===== config.mk =====
export PLATFORM = sky130hd
export DESIGN_NAME = nvme_cmd_engine
export DESIGN_NICKNAME = d
export VERILOG_FILES = /design/src/hdl/nvme_pkg.sv /design/src/hdl/cmd_apb_regs.sv /design/src/hdl/cpl_receiver.sv /design/src/hdl/doorbell_writer.sv /design/src/hdl/nvme_cmd_engine.sv /design/src/hdl/sq_fifo.sv /design/src/hdl/sqe_server.sv
export SDC_FILE = /design/constraint.sdc
export NUM_CORES = 1
export LEC_CHECK = 0
export BUFFER_PORTS_ARGS = -buffer_cell sky130_fd_sc_hd__buf_4
export CAP_MARGIN = 20
export CORE_AREA = 2 2 385 387
export DETAILED_ROUTE_END_ITERATION = 10
export DIE_AREA = 0 0 387 389
export GPL_ROUTABILITY_DRIVEN = 1
export PLACE_DENSITY_LB_ADDON = 0.25
export SYNTH_ARGS = -nofsm -noshare
export SYNTH_HDL_FRONTEND = slang
export SYNTH_SLANG_ARGS = --single-unit
export TNS_END_PERCENT = 50

===== constraint.sdc =====
create_clock -name oculink_axi_clk -period 11.9 [get_ports oculink_axi_clk]
set_input_delay 1.785 -clock oculink_axi_clk [delete_from_list [all_inputs] [get_ports oculink_axi_clk]]
set_output_delay 1.785 -clock oculink_axi_clk [all_outputs]
set_load 0.01 [all_outputs]

===== src/hdl/nvme_pkg.sv =====
`default_nettype none

package nvme_pkg;

  // plain vector types with a meaning on the wire
  typedef logic [31:0]  dword_t;
  typedef logic [255:0] beat_t;
  typedef logic [31:0]  strb_t;
  typedef logic [1:0]   resp_t;
  typedef logic [7:0]   apb_addr_t;

  // {read flag, drive address, zero-based block count}
  typedef logic [64:0]  sq_entry_t;

  // device side address map
  localparam dword_t IODB_ADDR = 32'h8000_5008;
  localparam dword_t IOSQ_BASE = 32'h0000_B000;
  localparam dword_t IOSQ_SIZE = 32'h0000_1000;
  localparam dword_t IOCQ_BASE = 32'h0000_A000;
  localparam dword_t IOCQ_SIZE = 32'h0000_1000;

  // command fields
  localparam dword_t OPC_READ  = 32'h0000_0002;
  localparam dword_t OPC_WRITE = 32'h0000_0001;
  localparam dword_t NSID      = 32'h0000_0001;

  // pending command store
  localparam int SQ_DEPTH = 4;
  localparam int SQ_PTR_W = $clog2(SQ_DEPTH);

  localparam resp_t RESP_OKAY   = 2'b00;
  localparam resp_t RESP_SLVERR = 2'b10;

  // apb register map
  localparam apb_addr_t REG_ADDR      = 8'h00;
  localparam apb_addr_t REG_NLB       = 8'h04;
  localparam apb_addr_t REG_SUBMIT    = 8'h08;
  localparam apb_addr_t REG_CPL_COUNT = 8'h0C;
  localparam apb_addr_t REG_CPL_DW0   = 8'h10;

endpackage

`default_nettype wire


===== src/hdl/cmd_apb_regs.sv =====
`timescale 1ns/1ps
`default_nettype none

module cmd_apb_regs
  import nvme_pkg::*;
(
  input  wire            oculink_axi_clk,
  input  wire            rstn,
  input  wire            psel,
  input  wire            penable,
  input  wire            pwrite,
  input  wire apb_addr_t paddr,
  input  wire dword_t    pwdata,
  input  wire            full,
  input  wire dword_t    cpl_count,
  input  wire dword_t    cpl_dw0,
  output dword_t         prdata,
  output logic           pready,
  output logic           pslverr,
  output logic           push,
  output sq_entry_t      push_entry
);

  logic   access;
  logic   submit_stall;
  logic   wr_done;
  logic   addr_known;
  dword_t addr_reg;
  dword_t nlb_reg;

  assign access = psel && penable;

  // a submit has to wait for a free slot
  assign submit_stall = pwrite && (paddr == REG_SUBMIT) && full;
  assign pready       = access && !submit_stall;
  assign wr_done      = access && pready && pwrite;
  assign pslverr      = access && !addr_known;

  always_comb begin
    addr_known = 1'b1;
    prdata     = '0;
    case (paddr)
      REG_ADDR:      prdata = addr_reg;
      REG_NLB:       prdata = nlb_reg;
      REG_SUBMIT:    prdata = {31'h0, full};
      REG_CPL_COUNT: prdata = cpl_count;
      REG_CPL_DW0:   prdata = cpl_dw0;
      default:       addr_known = 1'b0;
    endcase
  end

  always_ff @(posedge oculink_axi_clk or negedge rstn) begin
    if (!rstn) begin
      addr_reg <= '0;
      nlb_reg  <= '0;
      push     <= 1'b0;
    end else begin
      // push lands one cycle after the access completes
      push <= wr_done && (paddr == REG_SUBMIT);
      if (wr_done && (paddr == REG_ADDR)) begin
        addr_reg <= pwdata;
      end
      if (wr_done && (paddr == REG_NLB)) begin
        nlb_reg <= pwdata;
      end
    end
  end

  // bit 0 of the submit word selects read
  always_ff @(posedge oculink_axi_clk) begin
    if (wr_done && (paddr == REG_SUBMIT)) begin
      push_entry <= {pwdata[0], addr_reg, nlb_reg};
    end
  end

endmodule

`default_nettype wire


===== src/hdl/cpl_receiver.sv =====
`timescale 1ns/1ps
`default_nettype none

module cpl_receiver
  import nvme_pkg::*;
(
  input  wire         oculink_axi_clk,
  input  wire         rstn,
  input  wire dword_t cq_awaddr,
  input  wire         cq_awvalid,
  input  wire beat_t  cq_wdata,
  input  wire         cq_wlast,
  input  wire         cq_wvalid,
  input  wire         cq_bready,
  output logic        cq_awready,
  output logic        cq_wready,
  output resp_t       cq_bresp,
  output logic        cq_bvalid,
  output dword_t      cpl_count,
  output dword_t      cpl_dw0
);

  typedef enum logic [1:0] {
    S_IDLE,
    S_ADDR,
    S_DATA,
    S_RESP
  } state_t;

  state_t state;
  logic   aw_hit;
  logic   in_win;
  logic   first_beat;
  dword_t dw0_hold;

  assign aw_hit = (cq_awaddr >= IOCQ_BASE) && (cq_awaddr < IOCQ_BASE + IOCQ_SIZE);

  assign cq_awready = (state == S_ADDR);
  assign cq_wready  = (state == S_DATA);
  assign cq_bvalid  = (state == S_RESP);
  assign cq_bresp   = in_win ? RESP_OKAY : RESP_SLVERR;

  // dword 0 of the first beat holds the command specific result
  always_ff @(posedge oculink_axi_clk) begin
    if ((state == S_DATA) && cq_wvalid && first_beat) begin
      dw0_hold <= cq_wdata[31:0];
    end
  end

  always_ff @(posedge oculink_axi_clk or negedge rstn) begin
    if (!rstn) begin
      state      <= S_IDLE;
      in_win     <= 1'b0;
      first_beat <= 1'b0;
      cpl_count  <= '0;
      cpl_dw0    <= '0;
    end else begin
      case (state)
        S_IDLE: begin
          state <= S_ADDR;
        end
        S_ADDR: begin
          if (cq_awvalid) begin
            in_win     <= aw_hit;
            first_beat <= 1'b1;
            state      <= S_DATA;
          end
        end
        S_DATA: begin
          if (cq_wvalid) begin
            first_beat <= 1'b0;
            if (cq_wlast) begin
              state <= S_RESP;
            end
          end
        end
        S_RESP: begin
          if (cq_bready) begin
            // stray writes are answered but not counted
            if (in_win) begin
              cpl_count <= cpl_count + 1'b1;
              cpl_dw0   <= dw0_hold;
            end
            state <= S_IDLE;
          end
        end
        default: state <= S_IDLE;
      endcase
    end
  end

endmodule

`default_nettype wire


===== src/hdl/doorbell_writer.sv =====
`timescale 1ns/1ps
`default_nettype none

module doorbell_writer
  import nvme_pkg::*;
(
  input  wire        oculink_axi_clk,
  input  wire        rstn,
  input  wire        ring_req,
  input  wire        db_awready,
  input  wire        db_wready,
  input  wire resp_t db_bresp,
  input  wire        db_bvalid,
  output logic       ring_ack,
  output dword_t     db_awaddr,
  output logic       db_awvalid,
  output beat_t      db_wdata,
  output strb_t      db_wstrb,
  output logic       db_wlast,
  output logic       db_wvalid,
  output logic       db_bready
);

  typedef enum logic [1:0] {
    S_IDLE,
    S_ADDR,
    S_DATA,
    S_RESP
  } state_t;

  state_t state;
  dword_t tail;

  assign db_awaddr  = IODB_ADDR;
  assign db_awvalid = (state == S_ADDR);

  // tail copied into every dword lane, all bytes enabled
  assign db_wdata  = {8{tail}};
  assign db_wstrb  = '1;
  assign db_wvalid = (state == S_DATA);
  assign db_wlast  = (state == S_DATA);

  assign db_bready = (state == S_RESP);
  // any response ends the ring, error codes included
  assign ring_ack  = (state == S_RESP) && db_bvalid;

  always_ff @(posedge oculink_axi_clk or negedge rstn) begin
    if (!rstn) begin
      state <= S_IDLE;
      tail  <= '0;
    end else begin
      case (state)
        S_IDLE: begin
          if (ring_req) begin
            tail  <= tail + 1'b1;
            state <= S_ADDR;
          end
        end
        S_ADDR: begin
          if (db_awready) begin
            state <= S_DATA;
          end
        end
        S_DATA: begin
          if (db_wready) begin
            state <= S_RESP;
          end
        end
        S_RESP: begin
          if (db_bvalid) begin
            state <= S_IDLE;
          end
        end
        default: state <= S_IDLE;
      endcase
    end
  end

endmodule

`default_nettype wire


===== src/hdl/nvme_cmd_engine.sv =====
`timescale 1ns/1ps
`default_nettype none

module nvme_cmd_engine
  import nvme_pkg::*;
(
  input  wire            oculink_axi_clk,
  input  wire            rstn,
  // apb command port
  input  wire            psel,
  input  wire            penable,
  input  wire            pwrite,
  input  wire apb_addr_t paddr,
  input  wire dword_t    pwdata,
  output dword_t         prdata,
  output logic           pready,
  output logic           pslverr,
  // doorbell write towards the drive
  output dword_t         db_awaddr,
  output logic           db_awvalid,
  input  wire            db_awready,
  output beat_t          db_wdata,
  output strb_t          db_wstrb,
  output logic           db_wlast,
  output logic           db_wvalid,
  input  wire            db_wready,
  input  wire resp_t     db_bresp,
  input  wire            db_bvalid,
  output logic           db_bready,
  // submission entry fetch from the drive
  input  wire dword_t    sq_araddr,
  input  wire            sq_arvalid,
  output logic           sq_arready,
  output beat_t          sq_rdata,
  output logic           sq_rlast,
  output logic           sq_rvalid,
  input  wire            sq_rready,
  // completion write from the drive
  input  wire dword_t    cq_awaddr,
  input  wire            cq_awvalid,
  output logic           cq_awready,
  input  wire beat_t     cq_wdata,
  input  wire            cq_wlast,
  input  wire            cq_wvalid,
  output logic           cq_wready,
  output resp_t          cq_bresp,
  output logic           cq_bvalid,
  input  wire            cq_bready
);

  logic      push;
  sq_entry_t push_entry;
  logic      full;
  logic      pop;
  sq_entry_t pop_entry;
  logic      empty;
  logic      ring_req;
  logic      ring_ack;
  dword_t    cpl_count;
  dword_t    cpl_dw0;

  cmd_apb_regs u_regs (
    .oculink_axi_clk (oculink_axi_clk),
    .rstn            (rstn),
    .psel            (psel),
    .penable         (penable),
    .pwrite          (pwrite),
    .paddr           (paddr),
    .pwdata          (pwdata),
    .full            (full),
    .cpl_count       (cpl_count),
    .cpl_dw0         (cpl_dw0),
    .prdata          (prdata),
    .pready          (pready),
    .pslverr         (pslverr),
    .push            (push),
    .push_entry      (push_entry)
  );

  sq_fifo u_fifo (
    .oculink_axi_clk (oculink_axi_clk),
    .rstn            (rstn),
    .push            (push),
    .push_entry      (push_entry),
    .pop             (pop),
    .pop_entry       (pop_entry),
    .full            (full),
    .empty           (empty)
  );

  sqe_server u_server (
    .oculink_axi_clk (oculink_axi_clk),
    .rstn            (rstn),
    .empty           (empty),
    .pop_entry       (pop_entry),
    .ring_ack        (ring_ack),
    .sq_araddr       (sq_araddr),
    .sq_arvalid      (sq_arvalid),
    .sq_rready       (sq_rready),
    .pop             (pop),
    .ring_req        (ring_req),
    .sq_arready      (sq_arready),
    .sq_rdata        (sq_rdata),
    .sq_rlast        (sq_rlast),
    .sq_rvalid       (sq_rvalid)
  );

  doorbell_writer u_db (
    .oculink_axi_clk (oculink_axi_clk),
    .rstn            (rstn),
    .ring_req        (ring_req),
    .db_awready      (db_awready),
    .db_wready       (db_wready),
    .db_bresp        (db_bresp),
    .db_bvalid       (db_bvalid),
    .ring_ack        (ring_ack),
    .db_awaddr       (db_awaddr),
    .db_awvalid      (db_awvalid),
    .db_wdata        (db_wdata),
    .db_wstrb        (db_wstrb),
    .db_wlast        (db_wlast),
    .db_wvalid       (db_wvalid),
    .db_bready       (db_bready)
  );

  cpl_receiver u_cpl (
    .oculink_axi_clk (oculink_axi_clk),
    .rstn            (rstn),
    .cq_awaddr       (cq_awaddr),
    .cq_awvalid      (cq_awvalid),
    .cq_wdata        (cq_wdata),
    .cq_wlast        (cq_wlast),
    .cq_wvalid       (cq_wvalid),
    .cq_bready       (cq_bready),
    .cq_awready      (cq_awready),
    .cq_wready       (cq_wready),
    .cq_bresp        (cq_bresp),
    .cq_bvalid       (cq_bvalid),
    .cpl_count       (cpl_count),
    .cpl_dw0         (cpl_dw0)
  );

endmodule

`default_nettype wire


===== src/hdl/sq_fifo.sv =====
`timescale 1ns/1ps
`default_nettype none

module sq_fifo
  import nvme_pkg::*;
(
  input  wire            oculink_axi_clk,
  input  wire            rstn,
  input  wire            push,
  input  wire sq_entry_t push_entry,
  input  wire            pop,
  output sq_entry_t      pop_entry,
  output logic           full,
  output logic           empty
);

  sq_entry_t             mem [SQ_DEPTH];
  logic [SQ_PTR_W-1:0]   wr_ptr;
  logic [SQ_PTR_W-1:0]   rd_ptr;
  logic [SQ_PTR_W:0]     count;
  logic                  do_push;
  logic                  do_pop;

  assign full      = (count == (SQ_PTR_W + 1)'(SQ_DEPTH));
  assign empty     = (count == '0);
  assign do_push   = push && !full;
  assign do_pop    = pop && !empty;
  // head entry is already sitting in the array
  assign pop_entry = mem[rd_ptr];

  always_ff @(posedge oculink_axi_clk) begin
    if (do_push) begin
      mem[wr_ptr] <= push_entry;
    end
  end

  always_ff @(posedge oculink_axi_clk or negedge rstn) begin
    if (!rstn) begin
      wr_ptr <= '0;
      rd_ptr <= '0;
      count  <= '0;
    end else begin
      if (do_push) begin
        wr_ptr <= wr_ptr + 1'b1;
      end
      if (do_pop) begin
        rd_ptr <= rd_ptr + 1'b1;
      end
      // simultaneous push and pop leaves count alone
      case ({do_push, do_pop})
        2'b10:   count <= count + 1'b1;
        2'b01:   count <= count - 1'b1;
        default: count <= count;
      endcase
    end
  end

endmodule

`default_nettype wire


===== src/hdl/sqe_server.sv =====
`timescale 1ns/1ps
`default_nettype none

module sqe_server
  import nvme_pkg::*;
(
  input  wire            oculink_axi_clk,
  input  wire            rstn,
  input  wire            empty,
  input  wire sq_entry_t pop_entry,
  input  wire            ring_ack,
  input  wire dword_t    sq_araddr,
  input  wire            sq_arvalid,
  input  wire            sq_rready,
  output logic           pop,
  output logic           ring_req,
  output logic           sq_arready,
  output beat_t          sq_rdata,
  output logic           sq_rlast,
  output logic           sq_rvalid
);

  typedef enum logic [2:0] {
    S_IDLE,
    S_AWAIT_FETCH,
    S_BEAT0,
    S_BEAT1,
    S_FINISH
  } state_t;

  state_t state;
  logic   cur_read;
  dword_t cur_addr;
  dword_t cur_nlb;
  logic   db_acked;
  logic   ar_hit;
  dword_t opcode;
  beat_t  beat0;
  beat_t  beat1;

  assign ar_hit = (sq_araddr >= IOSQ_BASE) && (sq_araddr < IOSQ_BASE + IOSQ_SIZE);

  assign pop        = (state == S_IDLE) && !empty;
  assign sq_arready = (state == S_AWAIT_FETCH) && ar_hit;
  assign sq_rvalid  = (state == S_BEAT0) || (state == S_BEAT1);
  assign sq_rlast   = (state == S_BEAT1);

  assign opcode = cur_read ? OPC_READ : OPC_WRITE;

  // command dwords 0..7: opcode, nsid, prp1 in dw6
  assign beat0 = {32'h0, cur_addr, 32'h0, 32'h0, 32'h0, 32'h0, NSID, opcode};
  // command dwords 8..15: block count in dw12
  assign beat1 = {32'h0, 32'h0, 32'h0, cur_nlb, 32'h0, 32'h0, 32'h0, 32'h0};

  assign sq_rdata = (state == S_BEAT1) ? beat1 : beat0;

  always_ff @(posedge oculink_axi_clk) begin
    if (pop) begin
      {cur_read, cur_addr, cur_nlb} <= pop_entry;
    end
  end

  always_ff @(posedge oculink_axi_clk or negedge rstn) begin
    if (!rstn) begin
      state    <= S_IDLE;
      ring_req <= 1'b0;
      db_acked <= 1'b0;
    end else begin
      ring_req <= pop;
      // doorbell may finish before or after the fetch
      if (ring_ack) begin
        db_acked <= 1'b1;
      end
      case (state)
        S_IDLE: begin
          if (pop) begin
            state <= S_AWAIT_FETCH;
          end
        end
        S_AWAIT_FETCH: begin
          if (sq_arvalid && sq_arready) begin
            state <= S_BEAT0;
          end
        end
        S_BEAT0: begin
          if (sq_rready) begin
            state <= S_BEAT1;
          end
        end
        S_BEAT1: begin
          if (sq_rready) begin
            state <= S_FINISH;
          end
        end
        S_FINISH: begin
          if (db_acked || ring_ack) begin
            db_acked <= 1'b0;
            state    <= S_IDLE;
          end
        end
        default: state <= S_IDLE;
      endcase
    end
  end

endmodule

`default_nettype wire


==> results of run 1 <==
-- final cells by class --
class                      count  area, sq um  area share [%]
sequential                   601        17200            52.8
timing repair buffer         517         3890            12.0
antenna                        6         15.0          0.0462
inverter                      23         86.3           0.265
clock buffer                  96         2020            6.20
multi-input combinational    928         6520            20.0
clock inverter                39          428            1.32
tap                         1930         2410            7.43
-- cells by family (layout without fill, tap and decap cells) --
logic type	count (synthesis)	in the layout	share of synthesized area [%]
DFF	601	601	64.4
buffers and inverters	560	675	14.9
and+or+nand+nor	342	342	6.46
muxes	132	132	8.33
AOI/OAI and AO/OA	114	114	2.83
xor gates and xnor gates	69	69	2.27
adders and majority gates	17	17	0.827
other	2	260	0.0282
-- critical path: stages --
cell and delay [ns]:
buf_4 0.13, or3_4 0.42, nor3_1 0.46, nand2b_2 0.58, o21ai_0 0.83, buf_4 0.25
-- report_power, final --
group | switching, mW | leakage [nW] | internal (mW)
registers | 0.105 | 6.40 | 2.35
logic | 0.386 | 5.73 | 0.344
clock network | 0.943 | 1.18 | 1.32
-- layer usage --
layer	up-vias	track usage, %	wire length [um]
li1	6509	-	-
met1	7255	16.3	41700
met2	621	13.6	31300
met3	93	3.56	6950
met4	12	3.10	1680
met5	-	0	77
-- worst paths after layout --
path,start,end,slack (ns),cells past startpoint
min,u_cpl.dw0_hold[17],u_cpl.cpl_dw0[17],0.44,2
min reg2reg,u_cpl.dw0_hold[17],u_cpl.cpl_dw0[17],0.44,2
min in group asynchronous,rstn,u_regs.nlb_reg[15],1.17,1
max reg2reg,u_cpl.state[0],u_cpl.cpl_count[26],9.19,7
max in group asynchronous,rstn,u_server.state[0],9.20,2
max,paddr[1],prdata[10],5.64,6
-- metrics by stage --
step                setup WS, ns  hold WS (ns)  std cells  util [%]
floorplan                   3.07         0.415       2089         -
global placement            5.60         0.423       3998      20.5
detailed placement          5.63         0.421       3999      20.5
CTS                         5.62         0.427       4134      22.2
global route                5.54         0.451       4134      22.2
finish                      5.64         0.436       4140      22.2
-- cell usage in the layout (no fill, tap or decap), drive strengths merged, types with 4 or more instances in the layout --
master	n
buf	516
edfxtp	422
conb	254
dfrtp	179
nand2	146
clkbuf	97
mux2	66
mux4	65
a22oi	63
and3	47
xnor2	41
o21ai	37
and2	36
nor2	30
inv	29
xor2	28
nand3	21
clkinv	21
nand4	20
ha	16
nor4	16
a21oi	7
clkinvlp	7
diode	6
nor3	6
bufinv	5
nor2b	4
==> flow_summary_export.csv, run 1 <==
group,metric,value,unit
routing,ant_nets,0,
logic_synthesis,ys_warn_count,0,
grt,grt_pass1_vias,14000,
power,pwr_density_cell,168,nW/um^2
die,die_area,151000,sq um
layout,fillers,15500,
sta,fin_skew,0.0115,ns
setup_path,critical_path_required,10.12,ns
routing,drt_iter0_drc,924,
clock_network,cts_tree,"done",
sta,slew_headroom,36.5,%
layout,syn2layout_area_growth,22.1,%
clock_network,cts_repair_resize_count,0,
setup_path,arrival,4.48,ns
routing,route.detailed.drc,0,
placed_design,place.gp.congestion,0.711,
die,start_util,18.2,%
clock_network,ctsHoldBuffers,0,
die,rows,141,
power,peakVddDrop,0.000101,V
layout,drive_above_1_share,35.6,%
clock_network,cts_max_path_buffers,3,
layout,largest_reg_flops,260,
layout,stdcell_area,32500,sq um
logic_synthesis,synth_flop_cell,"edfxtp_1",
sta,max_freq,160,MHz
grt,antenna_found_initial,16,
logic_synthesis,ys_types,49,
die,io_pins,998,
clock_network,clkSinkCount,601,
sta,fin_crit_sh,52.6,%
sta,slew_violations,0,
sta,final-setup-viol-count,0,
layout,regMostFlops,"u_fifo.mem",
routing,viasPerCell,3.50,
clock_network,post_cts_buffers,0,
routing,via_count,14500,
routing,wl_per_cell,19.7,um
placed_design,dp_hpwl,58300,um
sta,finalHoldViolations,0,
logic_synthesis,ys_top_cells_by_count,"buf_4 (479), edfxtp_1 (422), dfrtp_1 (179)",
logic_synthesis,yosysMostFrequentCell,"buf_4",
power,p_leak,13.3,nW
sta,fin_tns_setup,0,ns
sta,tightest_slew,0.944,ns
clock_network,clockRootBuffer,"clkbuf_16",
logic_synthesis,synth_edf_count,422,
min_path,min_path_type,"reg2reg",
setup_path,critPathKind,"in2out",
logic_synthesis,synth_top_area_cell,"edfxtp_1",
sta,rsz0062_at_grt,"false",
grt,grt_overflow_total,0,
grt,grt_pass1_wl,112000,um
logic_synthesis,netlist_instances,1837,
setup_path,worstSetupEndpointType,"output port",
die,die_width,387,um
logic_synthesis,synth-seq-cells,601,
logic_synthesis,netlist_area,26600,sq um
grt,grtUsageTotal,10.6,%
clock_network,worstSkewPairLatency,0.65,ns
logic_synthesis,yosysTopAreaCellShare,47.6,%
job,cap_violations,0,
die,core,147000,sq um
power,p_total,5.45,mW
layout,nNetsFinal,2538,
clock_network,cts_buffers,74,
placed_design,io_buffers,493,
sta,fin_crit,6.26,ns
clock_network,htree_levels,3,
logic_synthesis,ys_seq_area_share,64.4,%
placed_design,post_dp_cell_area,30100,sq um
clock_network,clk_pin_slew,0.06,ns
setup_path,worstPathMaxFanout,31,
routing,first_pass_iters,4,
logic_synthesis,syn_area_per_cell,14.5,sq um
routing,drt_wl_total,81700,um
layout,largestRegisters,"u_fifo.mem: 260 flops, u_regs.push_entry: 65 flops",
grt,grt_max_degree,78,
die,die_height,389,um
logic_synthesis,synth_area_leaders,"edfxtp_1 (48%), dfrtp_1 (17%), buf_4 (14%), mux4_2 (5.5%), mux2_2 (2.7%)",
logic_synthesis,async_flop_share,29.8,%
setup_path,start_kind,"input port",
status,status,"completed",
No activity file was read; power rests on OpenSTA's default activity.
==> inputs of run 2 (changes only) <==
==> constraint.sdc (replaced) <==
create_clock -name oculink_axi_clk -period 5.4 [get_ports oculink_axi_clk]
set_input_delay 0.81 -clock oculink_axi_clk [delete_from_list [all_inputs] [get_ports oculink_axi_clk]]
set_output_delay 0.81 -clock oculink_axi_clk [all_outputs]
set_load 0.01 [all_outputs]
==> run 2 against run 1 <==
Effect of this change:
- cell area increased by 0.62%
- count of clock-buffer cells in the layout increased by 13
- sequential power increased by 120%
- clock skew increased by 0.027 ns
- setup slack got worse by 4.0 ns
- largest cell class unchanged
- global-route usage increased by 0.13 points
==> flow_summary_export.csv, run 2 (synthesized netlist as in run 1, its figures left out) <==
group,metric,value,unit
sta,fin_tns_setup,0,ns
setup_path,arrival,2.91,ns
sta,max_freq,269,MHz
sta,slew_headroom,32.9,%
layout,layout_common_cells,"buf_4 (517), edfxtp_1 (422), conb_1 (254)",
placed_design,place.gp.congestion,0.693,
sta,tightest_slew,1.01,ns
clock_network,cts_tree,"done",
routing,route.detailed.drc,0,
clock_network,cts_max_path_buffers,3,
die,io_pins,998,
die,core,147000,sq um
grt,grt_pass1_wl,114000,um
sta,fin_skew,0.0387,ns
layout,fillers,15400,
die,rows,141,
clock_network,htree_levels,3,
layout,drive_above_1_share,35.3,%
routing,drt_wl_total,83000,um
routing,via_count,14500,
routing,viasPerCell,3.50,
layout,syn2layout_area_growth,22.9,%
grt,grt_pass1_vias,13900,
layout,final_common_cell,"buf_4",
setup_path,critical_path_required,4.59,ns
power,peakVddDrop,0.000168,V
sta,rsz0062_at_grt,"false",
setup_path,cpMostUsedCell,"buf_4",
placed_design,post_dp_cell_area,30100,sq um
min_path,min_path_type,"in2async",
die,die_width,387,um
status,status,"completed",
placed_design,place_inst,4003,
clock_network,clockRootBuffer,"clkbuf_16",
clock_network,clk_pin_slew,0.06,ns
sta,final-setup-viol-count,0,
setup_path,max_stage_delay,0.44,ns
job,cap_violations,0,
grt,grtUsageTotal,10.7,%
clock_network,ctsHoldBuffers,0,
setup_path,worstSetupEndpointType,"output port",
placed_design,dp_slack,1.66,ns
layout,regMostFlops,"u_fifo.mem",
sta,setup_slack,1.68,ns
setup_path,start_kind,"input port",
layout,utilization,22.3,%
power,p_leak,13.4,nW
die,start_util,18.2,%
sta,fin_crit,3.72,ns
placed_design,dp_hpwl,59900,um
layout,stdcell_area,32700,sq um
clock_network,cts_repair_resize_count,0,
clock_network,post_cts_buffers,0,
setup_path,critPathKind,"in2out",
layout,nNetsFinal,2544,
sta,slew_violations,0,
setup_path,crit_chain,"buf_4 -> or3_4 -> nor4_2 -> nor3b_2 -> buf_4 -> a22oi_1 -> o21ai_0 -> buf_4",
routing,drt_iter0_drc,826,
routing,ant_nets,0,
layout,largestRegisters,"u_fifo.mem: 260 flops, u_regs.push_entry: 65 flops",
clock_network,cts_buffers,76,
die,die_area,151000,sq um
sta,whs,0.104,ns
clock_network,worstSkewPairLatency,0.65,ns
placed_design,io_buffers,493,
die,die_height,389,um
grt,antenna_found_initial,24,
layout,stdcell_count,4151,
grt,grt_overflow_total,0,
setup_path,critPathSlowestCell,"buf_4",
power,pwr_density_cell,374,nW/um^2
setup_path,worstPathMaxFanout,32,
sta,finalHoldViolations,0,
layout,largest_reg_flops,260,
routing,wl_per_cell,20.0,um
power,p_total,12.2,mW
routing,first_pass_iters,5,
grt,grt_max_degree,86,
sta,fin_crit_sh,68.9,%
clock_network,clkSinkCount,601,
-- run 2: cell types whose count changed in the layout (fill, tap and decap cells not counted), moves of 2 or more --
cell	delta
buf_12	+3
bufinv_16	+3
clkbuf_1	+9
clkbuf_16	+2
clkbuf_8	+2
clkinv_2	-3
clkinv_8	+2
clkinvlp_4	-5
diode_2	+2
inv_16	-3
-- run 2: worst paths after layout --
| path | end | start | cells past startpoint | slack (ns) |
|---|---|---|---|---|
| worst max register to register | u_fifo.mem[3][55] | u_fifo.count[0] | 5 | 2.62 |
| min in group oculink_axi_clk | u_cpl.dw0_hold[27] | cq_wdata[27] | 1 | 0.33 |
| worst min register to register | u_cpl.cpl_dw0[10] | u_cpl.dw0_hold[10] | 2 | 0.42 |
| worst min-delay path | u_regs.nlb_reg[18] | rstn | 1 | 0.10 |
| max in group asynchronous | u_db.tail[21] | rstn | 2 | 4.13 |
| worst max-delay path | prdata[13] | paddr[1] | 8 | 1.68 |
-- run 2: power by group --
group	internal (mW)	switching, mW
Clock	3.14	2.04
Sequential	5.18	0.182
Combinational	0.765	0.905
Total	9.09	3.13
-- run 2: area by class of cell --
type	instances	area, sq um	share of cell area, %
flip-flops and latches	601	17200	52.4
multi-input cells	928	6520	19.9
repair buffers	521	3960	12.1
well taps	1930	2410	7.38
clock buffers	109	2130	6.50
clock inverters	31	439	1.34
inverters	23	86.3	0.264
diodes	8	20.0	0.0612
-- run 2: worst max-delay path: cells and delay by family --
| kind | cells | cell delay [ns] |
|---|---|---|
| compound gates | 2 | 0.41 |
| buf+inv | 3 | 0.77 |
| simple gates | 3 | 0.89 |
-- run 2: routing by layer --
layer | track usage (%) | wire length [um]
met1 | 16.5 | 42600
met3 | 3.34 | 6650
met2 | 13.9 | 32100
met4 | 3.12 | 1600
met5 | 0 | 98
==> inputs of run 3 (changes only) <==
==> constraint.sdc (replaced) <==
create_clock -name oculink_axi_clk -period 3.9 [get_ports oculink_axi_clk]
set_input_delay 0.585 -clock oculink_axi_clk [delete_from_list [all_inputs] [get_ports oculink_axi_clk]]
set_output_delay 0.585 -clock oculink_axi_clk [all_outputs]
set_load 0.01 [all_outputs]
==> run 3 against run 2 <==
Effect of this change:
- routed wire length up 0.82%
- first-iteration DRC count up 14%
- die area unchanged
- clock power up 34%
- global-route usage up 0.11 points
- cell area up 0.41%
- sequential power up 39%
- setup slack worse by 1.2 ns
- sequential share of layout area down 0.21 points
==> flow_summary_export.csv, run 3 (synthesized netlist as in run 1, its figures left out) <==
group,metric,value,unit
setup_path,start_kind,"input port",
routing,ant_nets,0,
sta,slew_violations,0,
sta,final-setup-viol-count,0,
status,status,"completed",
die,core,147000,sq um
min_path,hold_start,"cq_wdata[24]",
die,rows,141,
die,io_pins,998,
grt,grt_pass1_wl,115000,um
placed_design,place.gp.congestion,0.717,
setup_path,critical_path_required,3.31,ns
clock_network,clk_pin_slew,0.06,ns
routing,drt_wl_total,83700,um
clock_network,cts_tree,"done",
die,die_height,389,um
sta,fin_skew,0.0341,ns
grt,grt_pass1_vias,14300,
placed_design,dp_hpwl,60300,um
grt,grt_overflow_total,0,
clock_network,htree_levels,3,
die,start_util,18.2,%
die,die_width,387,um
layout,syn2layout_area_growth,23.4,%
grt,grt_max_degree,77,
sta,whs,0.103,ns
layout,drive_above_1_share,35.9,%
sta,fin_crit,3.43,ns
setup_path,r2r.worst_path.cells,6,
setup_path,arrival,2.84,ns
routing,first_pass_iters,5,
routing,drt_iter0_drc,938,
power,p_leak,13.5,nW
layout,nNetsFinal,2561,
sta,finalHoldViolations,0,
min_path,min_path_type,"in2reg",
routing,via_count,14600,
routing,viasPerCell,3.51,
layout,largest_reg_flops,260,
clock_network,clockRootBuffer,"clkbuf_16",
power,peakVddDrop,0.000280,V
layout,fillers,15500,
sta,slew_headroom,27.4,%
sta,setup_slack,0.472,ns
layout,utilization,22.4,%
min_path,min_path_cells,1,
sta,tightest_slew,1.09,ns
placed_design,io_buffers,493,
clock_network,worstSkewPairLatency,0.67,ns
sta,rsz0062_at_grt,"false",
clock_network,cts_repair_resize_count,0,
layout,final_common_cell,"buf_4",
job,cap_violations,0,
sta,fin_tns_setup,0,ns
setup_path,ff2ff_setup_slack,1.25,ns
clock_network,clkSinkCount,601,
routing,route.detailed.drc,0,
power,pwr_density_cell,509,nW/um^2
layout,multi_input_area,6510,sq um
grt,antenna_found_initial,20,
clock_network,cts_max_path_buffers,3,
clock_network,post_cts_buffers,0,
setup_path,r2r_end,"u_db.tail[24]",
die,die_area,151000,sq um
sta,fin_crit_sh,87.9,%
setup_path,worstPathMaxFanout,8,
routing,wl_per_cell,20.1,um
setup_path,critPathKind,"in2out",
layout,largestRegisters,"u_fifo.mem: 260 flops, u_regs.push_entry: 65 flops",
clock_network,cts_buffers,74,
sta,max_freq,292,MHz
placed_design,dp_slack,0.457,ns
grt,grtUsageTotal,10.8,%
layout,regArea,17200,sq um
layout,regMostFlops,"u_fifo.mem",
min_path,holdPathEnd,"u_cpl.dw0_hold[24]",
setup_path,worstSetupEndpointType,"output port",
setup_path,worstReg2RegStart,"u_db.tail[1]",
layout,layout_common_cells,"buf_4 (525), edfxtp_1 (422), conb_1 (254)",
[run 3: how the worst max path moves through the flow]
stage	startpoint	end	slack [ns]
final	paddr[0]	prdata[4]	0.47
after global routing	paddr[1]	prdata[6]	0.37
after CTS	paddr[0]	prdata[4]	0.45
after detailed placement	paddr[0]	prdata[4]	0.46
after global placement	paddr[0]	prdata[6]	0.45
after floorplan	u_server.state[2]	u_fifo.count[2]	-0.15
[run 3: stage by stage]
stage | std cells | power, mW | area [sq um]
4_1_cts | 4159 | 17.1 | 32900
6_report | 4160 | 16.7 | 32900
3_3_place_gp | 4021 | 10.0 | 30400
5_1_grt | 4159 | 17.5 | 32900
3_5_place_dp | 4021 | 10.0 | 30400
2_1_floorplan | 2089 | 9.19 | 27600
[run 3: what timing repair did]
item	in CTS	in global routing
hold buffers	1	0
setup endpoints to repair	0	0
endpoints found under the hold margin	18	0
[run 3: worst max-delay path, cell delays in order]
cell	delay, ns
buf_4	0.13
or3_4	0.37
nor4_2	0.32
and3_1	0.50
buf_4	0.27
a22oi_1	0.08
o21ai_0	0.33
buf_4	0.25
[run 3: area by class of cell]
type,count,area share [%]
Antenna cell,1,0.00762
Multi-Input combinational cell,928,19.8
Clock inverter,34,1.29
Timing Repair Buffer,540,12.9
Tap cell,1930,7.35
Clock buffer,103,6.18
Inverter,23,0.263
Sequential cell,601,52.2
[run 3: per-layer routing]
metal,global-route usage [%],vias to the layer above,part of all wire (%)
met5,0,-,0.18
met4,2.91,24,1.7
met3,3.32,104,7.7
met2,14.6,581,40
met1,16.4,7356,51
li1,-,6535,-
[run 3: report_power, final]
part	leakage (nW)	internal (mW)	switching [mW]
clock network	1.18	4.08	2.85
logic	5.90	1.09	1.26
registers	6.39	7.18	0.259
total	13.5	12.3	4.37
